## src/verilog/clear_prng_config.svh

```systemverilog
/*
 * Build-time constants for the clearing PRNG.
 * Include wherever a width, seed, tap mask or permutation rule is needed.
 */
`ifndef CLEAR_PRNG_CONFIG_SVH
`define CLEAR_PRNG_CONFIG_SVH

// LFSR state and share width
`define CLR_WIDTH 64
// One entropy word, half of a seed
`define CLR_ENTROPY_WIDTH 32

// Reset state, also replaces an all-zero seed
`define CLR_DEFAULT_SEED 64'h5A3C_96E1_0F87_B24D
// Galois feedback mask for a maximal-length 64-bit polynomial
`define CLR_LFSR_TAPS 64'hD800_0000_0000_0000

// Output bit i takes source bit (i * MUL + ADD) mod 64, MUL odd keeps it bijective
`define CLR_STATE_PERM_MUL 13
`define CLR_STATE_PERM_ADD 7
`define CLR_SHARE_PERM_MUL 29
`define CLR_SHARE_PERM_ADD 3

`endif

```

## src/verilog/clear_prng_pkg.sv

```systemverilog
/*
 * Shared types and the S-box constant of the clearing PRNG.
 * Modules import it with a wildcard in their header.
 */
`include "clear_prng_config.svh"

package clear_prng_pkg;

  // LFSR state, also the type of each share
  typedef logic [`CLR_WIDTH-1:0] clr_state_t;

  // One word from the entropy source
  typedef logic [`CLR_ENTROPY_WIDTH-1:0] entropy_word_t;

  // Sixteen 4-bit entries, index 0 in the lowest nibble
  typedef logic [15:0][3:0] prince_sbox_t;

  // PRINCE S-box
  // 0..15 -> B F 3 2 A C 9 1 6 7 8 0 E 5 D 4
  parameter prince_sbox_t PRINCE_SBOX = 64'h4D5E_0876_19CA_23FB;

endpackage

```

## src/verilog/clear_lfsr.sv

```systemverilog
/*
 * Processing part of the clearing PRNG.
 * 64-bit Galois LFSR with seed load, followed by a fixed bit permutation
 * and a nibble-wise PRINCE S-box layer on the output.
 */
`include "clear_prng_config.svh"

module clear_lfsr import clear_prng_pkg::*; (
  input  logic       clk_i,
  input  logic       rst_ni,

  // Step request, one shift per cycle
  input  logic       lfsr_en_i,

  // Seed load, wins over a step
  input  logic       seed_en_i,
  input  clr_state_t seed_i,

  // Non-linear output
  output clr_state_t state_o
);

  clr_state_t lfsr_q;
  clr_state_t lfsr_d;
  clr_state_t lfsr_step;
  clr_state_t seed_fixed;
  clr_state_t state_perm;
  clr_state_t state_nl;

  // Galois step
  // shift right, fold taps in when the outgoing bit is set
  assign lfsr_step = lfsr_q[0] ? ((lfsr_q >> 1) ^ `CLR_LFSR_TAPS) : (lfsr_q >> 1);

  // All-zero would lock the register, use the default seed instead
  assign seed_fixed = (seed_i == '0) ? `CLR_DEFAULT_SEED : seed_i;

  // Next state select
  always_comb begin
    lfsr_d = lfsr_q;
    if (seed_en_i) begin
      lfsr_d = seed_fixed;
    end else if (lfsr_en_i) begin
      lfsr_d = lfsr_step;
    end
  end

  // State register, comes out of reset at the default seed
  always_ff @(posedge clk_i or negedge rst_ni) begin
    if (!rst_ni) begin
      lfsr_q <= `CLR_DEFAULT_SEED;
    end else begin
      lfsr_q <= lfsr_d;
    end
  end

  // State permutation
  // bit i takes state bit (i * MUL + ADD) mod width
  for (genvar i = 0; i < `CLR_WIDTH; i++) begin : gen_state_perm
    localparam int unsigned SrcIdx =
        (i * `CLR_STATE_PERM_MUL + `CLR_STATE_PERM_ADD) % `CLR_WIDTH;
    assign state_perm[i] = lfsr_q[SrcIdx];
  end

  // Non-linear layer
  // every nibble goes through the PRINCE S-box on its own
  for (genvar n = 0; n < `CLR_WIDTH / 4; n++) begin : gen_sbox
    assign state_nl[4*n +: 4] = PRINCE_SBOX[state_perm[4*n +: 4]];
  end

  assign state_o = state_nl;

endmodule

```

## src/verilog/clear_prng.sv

```systemverilog
/*
 * Top level of the pseudo-random generator for register wiping.
 * Ties the entropy packer, the LFSR core and the share output together.
 */
module clear_prng import clear_prng_pkg::*; (
  input  logic          clk_i,
  input  logic          rst_ni,

  // Data side, consumer of clearing values
  input  logic          data_req_i,
  output logic          data_ack_o,
  output clr_state_t    data_share0_o,
  output clr_state_t    data_share1_o,

  // Reseed side, consumer
  input  logic          reseed_req_i,
  output logic          reseed_ack_o,

  // Reseed side, entropy source
  output logic          entropy_req_o,
  input  logic          entropy_ack_i,
  input  entropy_word_t entropy_i
);

  logic       seed_valid;
  clr_state_t seed;
  logic       lfsr_en;
  clr_state_t lfsr_state;

  // Two entropy words into one seed
  entropy_packer u_packer (
    .clk_i         (clk_i),
    .rst_ni        (rst_ni),
    .reseed_req_i  (reseed_req_i),
    .entropy_req_o (entropy_req_o),
    .entropy_ack_i (entropy_ack_i),
    .entropy_i     (entropy_i),
    .seed_valid_o  (seed_valid),
    .seed_o        (seed)
  );

  // Reseed finishes with the seed load
  assign reseed_ack_o = seed_valid;

  // State register and non-linear output
  clear_lfsr u_lfsr (
    .clk_i     (clk_i),
    .rst_ni    (rst_ni),
    .lfsr_en_i (lfsr_en),
    .seed_en_i (seed_valid),
    .seed_i    (seed),
    .state_o   (lfsr_state)
  );

  // Arbitration and shares
  clear_share_out u_out (
    .data_req_i    (data_req_i),
    .reseed_req_i  (reseed_req_i),
    .data_ack_o    (data_ack_o),
    .lfsr_en_o     (lfsr_en),
    .state_i       (lfsr_state),
    .data_share0_o (data_share0_o),
    .data_share1_o (data_share1_o)
  );

endmodule

```

## src/verilog/clear_share_out.sv

```systemverilog
/*
 * Output side of the clearing PRNG.
 * Arbitrates data against reseed requests, drives the LFSR step enable
 * and forms both masking shares from the non-linear state.
 */
`include "clear_prng_config.svh"

module clear_share_out import clear_prng_pkg::*; (
  // Consumer requests
  input  logic       data_req_i,
  input  logic       reseed_req_i,
  output logic       data_ack_o,

  // Step enable towards the LFSR
  output logic       lfsr_en_o,

  // Non-linear LFSR output
  input  clr_state_t state_i,

  // Clearing shares
  output clr_state_t data_share0_o,
  output clr_state_t data_share1_o
);

  // Reseeding always wins, data waits while it is pending
  assign data_ack_o = reseed_req_i ? 1'b0 : data_req_i;

  // Advance only on a completed data handshake
  assign lfsr_en_o = data_req_i & data_ack_o;

  // Share 0 is the state itself
  assign data_share0_o = state_i;

  // Share 1 uses its own permutation of share 0
  for (genvar i = 0; i < `CLR_WIDTH; i++) begin : gen_share_perm
    localparam int unsigned SrcIdx =
        (i * `CLR_SHARE_PERM_MUL + `CLR_SHARE_PERM_ADD) % `CLR_WIDTH;
    assign data_share1_o[i] = state_i[SrcIdx];
  end

endmodule

```

## src/verilog/entropy_packer.sv

```systemverilog
/*
 * Input side of the clearing PRNG.
 * Requests entropy while a reseed is pending, buffers the first word and
 * presents the packed 64-bit seed for one cycle with the second word.
 */
module entropy_packer import clear_prng_pkg::*; (
  input  logic          clk_i,
  input  logic          rst_ni,

  // Reseed request from the consumer
  input  logic          reseed_req_i,

  // Entropy source handshake
  output logic          entropy_req_o,
  input  logic          entropy_ack_i,
  input  entropy_word_t entropy_i,

  // Packed seed towards the LFSR
  output logic          seed_valid_o,
  output clr_state_t    seed_o
);

  entropy_word_t buffer_q;
  logic          buffer_valid_q;
  logic          xfer;

  // Only ask for entropy while the consumer wants a reseed
  // A stalled source just keeps the request up
  assign entropy_req_o = reseed_req_i;

  // One word moves on each cycle with request and ack
  assign xfer = entropy_req_o & entropy_ack_i;

  // Flag marks a held first word
  // toggles on every transfer, so it clears with the second one
  always_ff @(posedge clk_i or negedge rst_ni) begin
    if (!rst_ni) begin
      buffer_valid_q <= 1'b0;
    end else if (xfer) begin
      buffer_valid_q <= ~buffer_valid_q;
    end
  end

  // First word capture
  always_ff @(posedge clk_i) begin
    if (xfer && !buffer_valid_q) begin
      buffer_q <= entropy_i;
    end
  end

  // Seed completes in the cycle of the second transfer
  assign seed_valid_o = xfer & buffer_valid_q;

  // Second word on top, buffered first word below
  assign seed_o = {entropy_i, buffer_q};

endmodule
```

## config.mk

```make
export PLATFORM = sky130hd
export DESIGN_NAME = clear_prng
export DESIGN_NICKNAME = d
export VERILOG_FILES = /design/src/verilog/clear_prng_pkg.sv /design/src/verilog/clear_lfsr.sv /design/src/verilog/clear_prng.sv /design/src/verilog/clear_share_out.sv /design/src/verilog/entropy_packer.sv
export VERILOG_INCLUDE_DIRS = /design/src /design/src/verilog
export SDC_FILE = /design/constraint.sdc
export NUM_CORES = 1
export LEC_CHECK = 0
export BUFFER_PORTS_ARGS = -buffer_cell sky130_fd_sc_hd__buf_2
export CAP_MARGIN = 5
export CELL_PAD_IN_SITES_DETAIL_PLACEMENT = 0
export CELL_PAD_IN_SITES_GLOBAL_PLACEMENT = 1
export CORE_MARGIN = 2
export CORE_UTILIZATION = 38
export CTS_CLUSTER_DIAMETER = 60
export CTS_CLUSTER_SIZE = 16
export DETAILED_ROUTE_END_ITERATION = 6
export PLACE_DENSITY_LB_ADDON = 0.1
export SLEW_MARGIN = 10
export SYNTH_ARGS = -nofsm -noshare
export SYNTH_HDL_FRONTEND = slang
export SYNTH_HIERARCHICAL = 1
export SYNTH_SLANG_ARGS = --single-unit
```

## constraint.sdc

```tcl
create_clock -name clk_i -period 2.3 [get_ports clk_i]
set_input_delay 0.69 -clock clk_i [delete_from_list [all_inputs] [get_ports clk_i]]
set_output_delay 0.69 -clock clk_i [all_outputs]
set_load 0.005 [all_outputs]
```

==> load_flow_metrics.sql, run 1 <==
INSERT INTO impl_metrics (metric_group, metric, value, unit) VALUES
('outcome', 'outcome', 'finished, violations left', ''),
('outcome', 'violations_in_the_final_reports', 'negative setup slack', ''),
('sta', 'rsz0062_at_grt', 'true', ''),
('sta', 'timing.clock.skew', '8.59', 'ps'),
('floorplan', 'pin_count', '168', ''),
('clock_network', 'numCtsBuffers', '9', ''),
('final_layout', 'area_growth', '21.7', '%'),
('flow_run', 'drv.max_cap_violation_count', '0', ''),
('clock_network', 'clk_path_buf_depth', '2', ''),
('clock_network', 'cts.htree.levels', '3', ''),
('min_path', 'timing.hold.worst.class', 'in -> async', ''),
('synthesis', 'synth.cell_area', '7610', 'um^2'),
('floorplan', 'placementRows', '51', ''),
('power', 'internal-power', '8.07', 'mW'),
('critical_path', 'criticalPathCategory', 'reg -> out', ''),
('drt', 'initialDrtViolationCount', '304', ''),
('placement', 'place.detailed.hpwl', '14900', 'um'),
('power', 'switching_power', '5.55', 'mW'),
('drt', 'detail_route.drc_violations', '0', ''),
('clock_network', 'clk_root_buffer_cell', 'sky130_fd_sc_hd__clkbuf_16', ''),
('final_layout', 'most_frequent_standard_cell_in_the_layout_excluding_fill_and_tap_cells', 'sky130_fd_sc_hd__buf_2', ''),
('synthesis', 'syn_avg_cell_area', '9.47', 'um^2'),
('final_layout', 'most-common-layout-cells', '162 x sky130_fd_sc_hd__buf_2, 86 x sky130_fd_sc_hd__buf_4, 60 x sky130_fd_sc_hd__nand2_1', ''),
('drt', 'drt-wirelength-per-cell', '17.7', 'um'),
('power', 'totalPowerFinal', '13.6', 'mW'),
('global_route', 'overflow', '0', ''),
('critical_path', 'end_kind', 'output port', ''),
('drt', 'total_iterations_of_the_first_detailed_routing_run', '5', ''),
('drt', 'routed-via-count', '5704', ''),
('sta', 'finalWorstPathRequiredPeriod', '2520', 'ps'),
('synthesis', 'synth_edf_count', '32', ''),
('floorplan', 'floorplan.initialDensity', '0.390', ''),
('sta', 'whs', '358', 'ps'),
('critical_path', 'critical_path.startpoint', 'u_lfsr/lfsr_q[60]', ''),
('floorplan', 'area_enclosed_by_the_die_boundary', '21200', 'um^2'),
('drt', 'route.final.wire_length', '20500', 'um'),
('sta', 'hold_violation_total_from_the_final_report', '0', ''),
('synthesis', 'synth-seq-area-share', '0.345', ''),
('clock_network', 'insertion_delay', '350', 'ps'),
('critical_path', 'critical_path.top_delay_family', 'flip-flops', ''),
('power', 'cell_pwr_density', '1470', 'nW/um^2'),
('sta', 'final-setup-viol-count', '41', ''),
('sta', 'timing.final.max_slew_violations', '0', ''),
('power', 'power_leakage', '3.99', 'nW'),
('critical_path', 'crit_path_max_incr_delay', '580', 'ps'),
('floorplan', 'dieWidth', '145', 'um'),
('critical_path', 'crit_arrival', '1830', 'ps'),
('placement', 'place_congestion', '0.841', ''),
('critical_path', 'crit_path_cell_trace', 'inv_2 > ha_4 > mux4_2 > buf_2', ''),
('global_route', 'antenna_found_initial', '1', ''),
('placement', 'placement.cell_area', '7790', 'um^2'),
('sta', 'max_fclk', '396', 'MHz'),
('global_route', 'grt_usage', '0.189', ''),
('drt', 'via_to_cell_ratio', '4.94', ''),
('synthesis', 'mappedNetlistNets', '904', ''),
('global_route', 'first_global_vias', '5637', ''),
('final_layout', 'cell_area_after_layout', '9260', 'um^2'),
('power', 'seq_power_share', '0.280', ''),
('synthesis', 'post_synth_arst_share', '0.670', ''),
('synthesis', 'ys_types', '29', ''),
('sta', 'tightestPinTransition', '623', 'ps'),
('critical_path', 'critPathLaunchType', 'flip-flop', ''),
('power', 'power_frac_clock', '0.102', ''),
('synthesis', 'mapped_cells', '803', ''),
('critical_path', 'cpMaxStageDelayCell', 'sky130_fd_sc_hd__dfstp_2', ''),
('global_route', 'wire_length_of_the_first_global_routing_pass', '31600', 'um'),
('sta', 'setup_slack', '-225', 'ps'),
('sta', 'fin_setup_tns', '-4400', 'ps'),
('sta', 'timing.slew.headroom', '0.584', ''),
('synthesis', 'synth-seq-cells', '97', ''),
('final_layout', 'layout.nets', '984', '');
[final cells by class]
| type | count | area (um^2) |
|---|---|---|
| Antenna cell | 1 | 2.50 |
| Clock buffer | 15 | 258 |
| Clock inverter | 1 | 5.00 |
| Fill cell | 1872 | 10300 |
| Inverter | 49 | 196 |
| Multi-Input combinational cell | 443 | 3910 |
| Sequential cell | 97 | 2640 |
| Tap cell | 265 | 332 |
| Timing Repair Buffer | 283 | 1910 |
[path summary, 6_finish.rpt]
path	end	slack, ps	cells past startpoint
min in group clk_i	u_lfsr/lfsr_q[21]	510	2
setup / recovery	data_share0_o[8]	-220	4
hold / removal	u_lfsr/lfsr_q[36]	360	1
max in group asynchronous	u_lfsr/lfsr_q[2]	1280	2
setup reg to reg	u_lfsr/lfsr_q[38]	230	6
hold reg to reg	u_lfsr/lfsr_q[21]	510	2
[through the flow]
| step | setup WS, ps | utilization | cells |
|---|---|---|---|
| floorplan | 1.91 | - | 803 |
| global placement | -79.0 | 0.399 | 1072 |
| detailed placement | -68.0 | 0.399 | 1072 |
| CTS | -236 | 0.456 | 1139 |
| global route | -263 | 0.474 | 1153 |
| finish | -225 | 0.474 | 1154 |
[timing repair]
| action | in CTS | in global routing |
|---|---|---|
| setup buffers | 53 | 15 |
| gates resized for setup | 117 | 62 |
| pin swaps | 27 | 20 |
| setup endpoints to repair | 64 | 78 |
[power by group through the flow]
| stage | registers [mW] | clock network, mW | logic [mW] |
|---|---|---|---|
| 4_1_cts | 3.76 | 1.41 | 7.83 |
| 2_1_floorplan | 3.07 | 0 | 6.91 |
| 5_1_grt | 3.95 | 1.48 | 9.29 |
| 3_3_place_gp | 3.77 | 0 | 6.34 |
| 6_report | 3.82 | 1.40 | 8.41 |
| 3_5_place_dp | 3.80 | 0 | 6.50 |
[sequential cells by signal (all words and copies together) (netlist names)]
signal and cells:
u_lfsr/lfsr_q 64, u_packer/buffer_q 32, u_packer/buffer_valid_q 1
[layer usage]
metal	global-route usage	vias to the layer above	routed length, um
met2	0.323	148	9950
met4	0.0485	0	285
li1	-	2759	-
met1	0.255	2779	9350
met3	0.0241	18	863
met5	0	-	0
[synthesized netlist by cell type (all sizes together), types with 4 or more instances]
master	number	area (um^2)
xnor2	4	35.0
nor2	57	214
mux4	7	158
a221o	10	100
ha	64	801
a21o	9	67.6
nand4	4	25.0
inv	49	184
nor3	10	50.1
mux2i	47	470
buf	175	1310
nor4	16	100
dfstp	32	841
a211oi	9	67.6
a21oi	42	210
dfrtp	33	826
edfxtp	32	961
mux2	14	158
clkbuf	39	146
nand2	63	236
o22a	38	369
o21ai	46	230
[cells by family (layout without fill, tap and decap cells)]
group                    after synthesis  after routing  share of synthesized area
XOR/XNOR                               4              4                    0.00460
buffers and inverters                263            348                      0.215
multiplexers                          68             68                      0.103
AND/OR/NAND/NOR                      152            152                     0.0850
adder cells (fa/ha/maj)               64             64                      0.105
flip-flops                            97             97                      0.345
AO/OA/AOI/OAI                        155            155                      0.141
other                                  0              1                          0
No activity file was read; power rests on OpenSTA's default activity.
==> run 2: changes to the inputs <==
Settings changed: SKIP_CTS_REPAIR_TIMING set to 1.
==> load_flow_metrics.sql, run 2 (synthesis gave the netlist of run 1 again) <==
INSERT INTO impl_metrics (metric_group, metric, value, unit) VALUES
('power', 'totalPowerFinal', '13.4', 'mW'),
('drt', 'route.final.wire_length', '20200', 'um'),
('global_route', 'wire_length_of_the_first_global_routing_pass', '29900', 'um'),
('final_layout', 'final_core_util', '0.466', ''),
('min_path', 'timing.hold.worst.class', 'in -> async', ''),
('final_layout', 'fillerInstances', '1862', ''),
('flow_run', 'drv.max_cap_violation_count', '0', ''),
('placement', 'dp_worst_setup_slack', '-68.0', 'ps'),
('outcome', 'violations_in_the_final_reports', 'negative setup slack', ''),
('power', 'switching_power', '5.45', 'mW'),
('floorplan', 'placementRows', '51', ''),
('final_layout', 'most_frequent_standard_cell_in_the_layout_excluding_fill_and_tap_cells', 'sky130_fd_sc_hd__buf_2', ''),
('drt', 'total_iterations_of_the_first_detailed_routing_run', '4', ''),
('global_route', 'grt_usage', '0.180', ''),
('final_layout', 'most-common-layout-cells', '158 x sky130_fd_sc_hd__buf_2, 73 x sky130_fd_sc_hd__buf_4, 59 x sky130_fd_sc_hd__nand2_1', ''),
('outcome', 'outcome', 'finished, violations left', ''),
('final_layout', 'final_cells', '1139', ''),
('critical_path', 'end_kind', 'output port', ''),
('global_route', 'first_global_vias', '5275', ''),
('final_layout', 'cell_area_after_layout', '9100', 'um^2'),
('placement', 'place.detailed.hpwl', '14900', 'um'),
('final_layout', 'biggestRegsByFlops', 'u_lfsr/lfsr_q: 64 flops, u_packer/buffer_q: 32 flops, u_packer/buffer_valid_q: 1 flops', ''),
('power', 'seq_power_share', '0.289', ''),
('drt', 'routed-via-count', '5638', ''),
('critical_path', 'critical_path.max_fanout', '6', ''),
('sta', 'final-setup-viol-count', '42', ''),
('sta', 'timing.slew.headroom', '0.594', ''),
('power', 'power.ir.vdd_worst', '0.766', 'mV'),
('clock_network', 'clk_transition_reported_paths', '60', 'ps'),
('sta', 'timing.final.crit_share', '1.11', ''),
('sta', 'finalWorstPathRequiredPeriod', '2560', 'ps'),
('power', 'pwr-share-comb', '0.607', ''),
('drt', 'via_to_cell_ratio', '4.95', ''),
('clock_network', 'cts_tree', 'built', ''),
('clock_network', 'numCtsBuffers', '9', ''),
('drt', 'detail_route.drc_violations', '0', ''),
('sta', 'timing.clock.skew', '8.44', 'ps'),
('floorplan', 'floorplan.initialDensity', '0.390', ''),
('power', 'cell_pwr_density', '1470', 'nW/um^2'),
('final_layout', 'share_of_final_layout_standard_cells_stronger_than_drive_strength_1', '0.537', ''),
('drt', 'initialDrtViolationCount', '322', ''),
('drt', 'postRouteAntennaNets', '0', ''),
('power', 'sw_frac_of_total', '0.406', ''),
('final_layout', 'largest_reg_flops', '64', ''),
('sta', 'hold_violation_total_from_the_final_report', '0', ''),
('global_route', 'overflow', '0', ''),
('placement', 'placedCellCount', '1072', ''),
('sta', 'fin_setup_tns', '-5250', 'ps'),
('final_layout', 'area_growth', '19.6', '%'),
('final_layout', 'layout.nets', '969', ''),
('global_route', 'maximum_number_of_pins_on_one_net_before_global_route_repair', '52', ''),
('clock_network', 'cts.htree.levels', '3', ''),
('final_layout', 'register_with_the_highest_flop_count', 'u_lfsr/lfsr_q', ''),
('clock_network', 'cts.sink_count', '97', ''),
('power', 'internal-power', '7.97', 'mW'),
('global_route', 'antenna_found_initial', '1', ''),
('drt', 'drt-wirelength-per-cell', '17.7', 'um'),
('floorplan', 'pin_count', '168', ''),
('clock_network', 'clk_path_buf_depth', '2', ''),
('placement', 'place_congestion', '0.841', ''),
('placement', 'buffer_ports.inserted', '167', ''),
('floorplan', 'die_height', '145', 'um'),
('clock_network', 'insertion_delay', '350', 'ps'),
('critical_path', 'criticalPathCategory', 'reg -> out', ''),
('critical_path', 'critPathLaunchType', 'flip-flop', ''),
('floorplan', 'coreArea', '19500', 'um^2'),
('power', 'power_leakage', '3.93', 'nW'),
('floorplan', 'dieWidth', '145', 'um'),
('sta', 'rsz0062_at_grt', 'true', ''),
('placement', 'placement.cell_area', '7790', 'um^2'),
('floorplan', 'area_enclosed_by_the_die_boundary', '21200', 'um^2'),
('sta', 'timing.final.max_slew_violations', '0', ''),
('sta', 'setup_slack', '-257', 'ps'),
('sta', 'max_fclk', '391', 'MHz'),
('sta', 'tightestPinTransition', '609', 'ps'),
('critical_path', 'required', '1610', 'ps'),
('sta', 'whs', '353', 'ps'),
('clock_network', 'clk_root_buffer_cell', 'sky130_fd_sc_hd__clkbuf_16', ''),
('power', 'power_frac_clock', '0.103', ''),
('critical_path', 'crit_arrival', '1870', 'ps');
run 2: changes by cell type in the layout (fill, tap and decap cells not counted), moves of 2 or more:
| cell | previous run | this run |
|---|---|---|
| sky130_fd_sc_hd__nor2_4 | 4 | 0 |
| sky130_fd_sc_hd__mux2_2 | 12 | 9 |
| sky130_fd_sc_hd__nor2_2 | 5 | 7 |
| sky130_fd_sc_hd__nor2_1 | 48 | 50 |
| sky130_fd_sc_hd__buf_6 | 28 | 30 |
| sky130_fd_sc_hd__buf_2 | 162 | 158 |
| sky130_fd_sc_hd__ha_4 | 34 | 30 |
| sky130_fd_sc_hd__mux2_4 | 2 | 5 |
| sky130_fd_sc_hd__ha_1 | 22 | 27 |
| sky130_fd_sc_hd__buf_4 | 86 | 73 |
run 2: cell type report:
class / count / area (um^2) / share of cell area
clock buffers: 15 / 258 / 0.0283
clock inverters: 1 / 5.00 / 0.000550
diodes: 1 / 2.50 / 0.000275
flip-flops and latches: 97 / 2650 / 0.291
inverters: 49 / 194 / 0.0213
well taps: 265 / 332 / 0.0364
repair buffers: 268 / 1820 / 0.200
multi-input cells: 443 / 3850 / 0.423
run 2: final timing paths:
kind,start,to,slack [ps],depth (start not counted)
max reg2reg,u_packer/buffer_q[3],u_lfsr/lfsr_q[44],230,6
min in group clk_i,u_packer/buffer_q[29],u_lfsr/lfsr_q[29],510,2
max,u_lfsr/lfsr_q[60],data_share0_o[8],-260,4
min,rst_ni,u_lfsr/lfsr_q[36],350,1
max in group asynchronous,rst_ni,u_lfsr/lfsr_q[2],1290,2
min reg2reg,u_packer/buffer_q[29],u_lfsr/lfsr_q[29],510,2
run 2: worst max-delay path: stages, from the launching register on:
cell and delay (ps):
sky130_fd_sc_hd__dfstp_2 610, sky130_fd_sc_hd__inv_2 80, sky130_fd_sc_hd__ha_4 210, sky130_fd_sc_hd__mux4_2 480, sky130_fd_sc_hd__buf_2 150
run 2: power by group through the flow:
stage               clock [mW]  sequential, mW  combinational, mW
floorplan                    0            3.07               6.91
global placement             0            3.77               6.34
detailed placement           0            3.80               6.50
CTS                       1.41            3.78               6.53
global route              1.48            4.01               9.02
finish                    1.39            3.88               8.15
run 2: routing by layer:
layer  up-vias  GRT usage  part of all wire
met5         -          0                 0
li1       2727          -                 -
met4         0     0.0466             0.012
met3        15     0.0235             0.042
met2       151      0.302              0.49
met1      2745      0.245              0.45
==> run 3: changes to the inputs <==
==> constraint.sdc (replaced) <==
create_clock -name clk_i -period 2.3 [get_ports clk_i]
set_input_delay 0.46 -clock clk_i [delete_from_list [all_inputs] [get_ports clk_i]]
set_output_delay 0.46 -clock clk_i [all_outputs]
set_load 0.005 [all_outputs]
==> load_flow_metrics.sql, run 3 (synthesis gave the netlist of run 1 again) <==
INSERT INTO impl_metrics (metric_group, metric, value, unit) VALUES
('outcome', 'outcome', 'finished, violations left', ''),
('outcome', 'violations_in_the_final_reports', 'negative setup slack', ''),
('placement', 'placement.cell_area', '7440', 'um^2'),
('clock_network', 'cts_tree', 'built', ''),
('placement', 'dp_worst_setup_slack', '184', 'ps'),
('placement', 'buffer_ports.inserted', '167', ''),
('placement', 'place.detailed.hpwl', '14300', 'um'),
('sta', 'rsz0062_at_grt', 'true', ''),
('global_route', 'maximum_number_of_pins_on_one_net_before_global_route_repair', '49', ''),
('critical_path', 'end_kind', 'output port', ''),
('critical_path', 'critical_path.max_fanout', '3', ''),
('critical_path', 'ff2ff_setup_slack', '270', 'ps'),
('final_layout', 'share_of_final_layout_standard_cells_stronger_than_drive_strength_1', '0.421', ''),
('drt', 'total_iterations_of_the_first_detailed_routing_run', '4', ''),
('global_route', 'first_global_vias', '5195', ''),
('clock_network', 'cts.sink_count', '97', ''),
('drt', 'detail_route.drc_violations', '0', ''),
('critical_path', 'critical_path.startpoint', 'u_lfsr/lfsr_q[39]', ''),
('placement', 'placedCellCount', '1032', ''),
('drt', 'initialDrtViolationCount', '383', ''),
('clock_network', 'clk_transition_reported_paths', '70', 'ps'),
('final_layout', 'layout.nets', '901', ''),
('sta', 'final-setup-viol-count', '2', ''),
('power', 'sw_frac_of_total', '0.405', ''),
('floorplan', 'pin_count', '168', ''),
('floorplan', 'placementRows', '51', ''),
('global_route', 'overflow', '0', ''),
('power', 'switching_power', '4.96', 'mW'),
('final_layout', 'multi_input_area', '3510', 'um^2'),
('floorplan', 'area_enclosed_by_the_die_boundary', '21200', 'um^2'),
('clock_network', 'cts.htree.levels', '3', ''),
('global_route', 'wire_length_of_the_first_global_routing_pass', '29400', 'um'),
('critical_path', 'rr_endpoint', 'u_lfsr/lfsr_q[2]', ''),
('final_layout', 'fillerInstances', '2014', ''),
('min_path', 'timing.hold.worst.start', 'entropy_i[31]', ''),
('final_layout', 'register_with_the_highest_flop_count', 'u_lfsr/lfsr_q', ''),
('critical_path', 'crit_arrival', '1850', 'ps'),
('clock_network', 'insertion_delay', '340', 'ps'),
('final_layout', 'antenna_cells', '0', ''),
('floorplan', 'die_height', '145', 'um'),
('critical_path', 'ff2ff_path_depth', '5', ''),
('clock_network', 'numCtsBuffers', '9', ''),
('power', 'power_leakage', '3.56', 'nW'),
('drt', 'route.final.wire_length', '19100', 'um'),
('final_layout', 'area_growth', '7.25', '%'),
('flow_run', 'drv.max_cap_violation_count', '0', ''),
('final_layout', 'cell_area_after_layout', '8160', 'um^2'),
('critical_path', 'critical_path.n_buffers_inverters', '2', ''),
('power', 'internal-power', '7.27', 'mW'),
('global_route', 'grt_usage', '0.176', ''),
('sta', 'finalWorstPathRequiredPeriod', '2310', 'ps'),
('floorplan', 'dieWidth', '145', 'um'),
('power', 'cell_pwr_density', '1500', 'nW/um^2'),
('critical_path', 'regToRegStartpoint', 'u_packer/buffer_q[3]', ''),
('sta', 'tightestPinTransition', '485', 'ps'),
('sta', 'timing.clock.skew', '5.52', 'ps'),
('critical_path', 'crit_path_cell_trace', 'inv_4 > ha_4 > mux4_2 > buf_6', ''),
('power', 'power_frac_clock', '0.132', ''),
('floorplan', 'floorplan.initialDensity', '0.390', ''),
('min_path', 'timing.hold.worst.class', 'in -> reg', ''),
('final_layout', 'final_core_util', '0.418', ''),
('critical_path', 'crit_path_max_incr_delay', '590', 'ps'),
('critical_path', 'critical_path.top_delay_family', 'flip-flops', ''),
('clock_network', 'clk_root_buffer_cell', 'sky130_fd_sc_hd__clkbuf_16', ''),
('final_layout', 'most_frequent_standard_cell_in_the_layout_excluding_fill_and_tap_cells', 'sky130_fd_sc_hd__buf_2', ''),
('critical_path', 'critPathLaunchType', 'flip-flop', ''),
('min_path', 'number_of_stages_on_the_worst_hold_path', '1', ''),
('global_route', 'antenna_found_initial', '0', ''),
('floorplan', 'coreArea', '19500', 'um^2'),
('sta', 'timing.slew.headroom', '0.677', ''),
('final_layout', 'biggestRegsByFlops', 'u_lfsr/lfsr_q: 64 flops, u_packer/buffer_q: 32 flops, u_packer/buffer_valid_q: 1 flops', ''),
('power', 'totalPowerFinal', '12.2', 'mW'),
('power', 'seq_power_share', '0.317', ''),
('final_layout', 'final_cells', '1070', ''),
('sta', 'max_fclk', '433', 'MHz'),
('final_layout', 'seqCellArea', '2630', 'um^2'),
('critical_path', 'criticalPathCategory', 'reg -> out', ''),
('clock_network', 'clk_path_buf_depth', '2', ''),
('sta', 'hold_violation_total_from_the_final_report', '0', ''),
('drt', 'drt-wirelength-per-cell', '17.8', 'um'),
('min_path', 'min_to', 'u_packer/buffer_q[31]', ''),
('final_layout', 'most-common-layout-cells', '164 x sky130_fd_sc_hd__buf_2, 63 x sky130_fd_sc_hd__nand2_1, 56 x sky130_fd_sc_hd__nor2_1', ''),
('placement', 'place_congestion', '0.833', ''),
('power', 'power.ir.vdd_worst', '0.643', 'mV'),
('drt', 'postRouteAntennaNets', '0', ''),
('sta', 'setup_slack', '-9.96', 'ps'),
('power', 'pwr-share-comb', '0.551', ''),
('drt', 'routed-via-count', '5317', ''),
('final_layout', 'largest_reg_flops', '64', ''),
('drt', 'via_to_cell_ratio', '4.97', ''),
('critical_path', 'cpMaxStageDelayCell', 'sky130_fd_sc_hd__dfstp_2', ''),
('critical_path', 'required', '1840', 'ps'),
('sta', 'timing.final.crit_share', '1.00', ''),
('sta', 'timing.final.max_slew_violations', '0', '');
-- run 3: cell types whose count changed in the layout (fill, tap and decap cells not counted), sizes merged --
cell	before	now
clkbuf	15	10
clkinv	1	3
inv	49	50
buf	268	199
dlygate4sd3	0	1
bufinv	0	2
diode	1	0
-- run 3: final cells by class --
cell class	instances	area share
multi-input cells	443	0.430
flip-flops and latches	97	0.323
repair buffers	200	0.143
well taps	265	0.0406
clock buffers	10	0.0293
inverters	49	0.0244
clock inverters	6	0.00981
-- run 3: metal layers --
metal	GRT usage	wire length, um
met5	0	0
met4	0.0475	202
met3	0.0282	1020
met2	0.299	9440
met1	0.232	8430
-- run 3: stage by stage --
stage	setup TNS (ps)	hold WS (ps)
after floorplan	0	164
after global placement	0	359
after detailed placement	0	362
after CTS	-1740	-11.0
after global routing	-501	344
final	-19.9	357
-- run 3: worst max path at each step --
stage | to | cells after the start | slack [ps]
2_1_floorplan | data_share0_o[28] | 5 | 40
3_3_place_gp | data_share1_o[1] | 4 | 260
3_5_place_dp | u_lfsr/lfsr_q[60] | 6 | 180
4_1_cts | data_share1_o[25] | 4 | -140
5_1_grt | data_share1_o[49] | 4 | -50
6_report | data_share1_o[1] | 4 | -10
-- run 3: power by group through the flow --
stage	clock network, mW	logic [mW]	registers, mW
3_3_place_gp	0	6.05	3.85
6_report	1.61	6.74	3.88
4_1_cts	1.65	6.22	3.86
5_1_grt	1.72	7.58	4.03
2_1_floorplan	0	6.86	3.07
3_5_place_dp	0	6.19	3.88
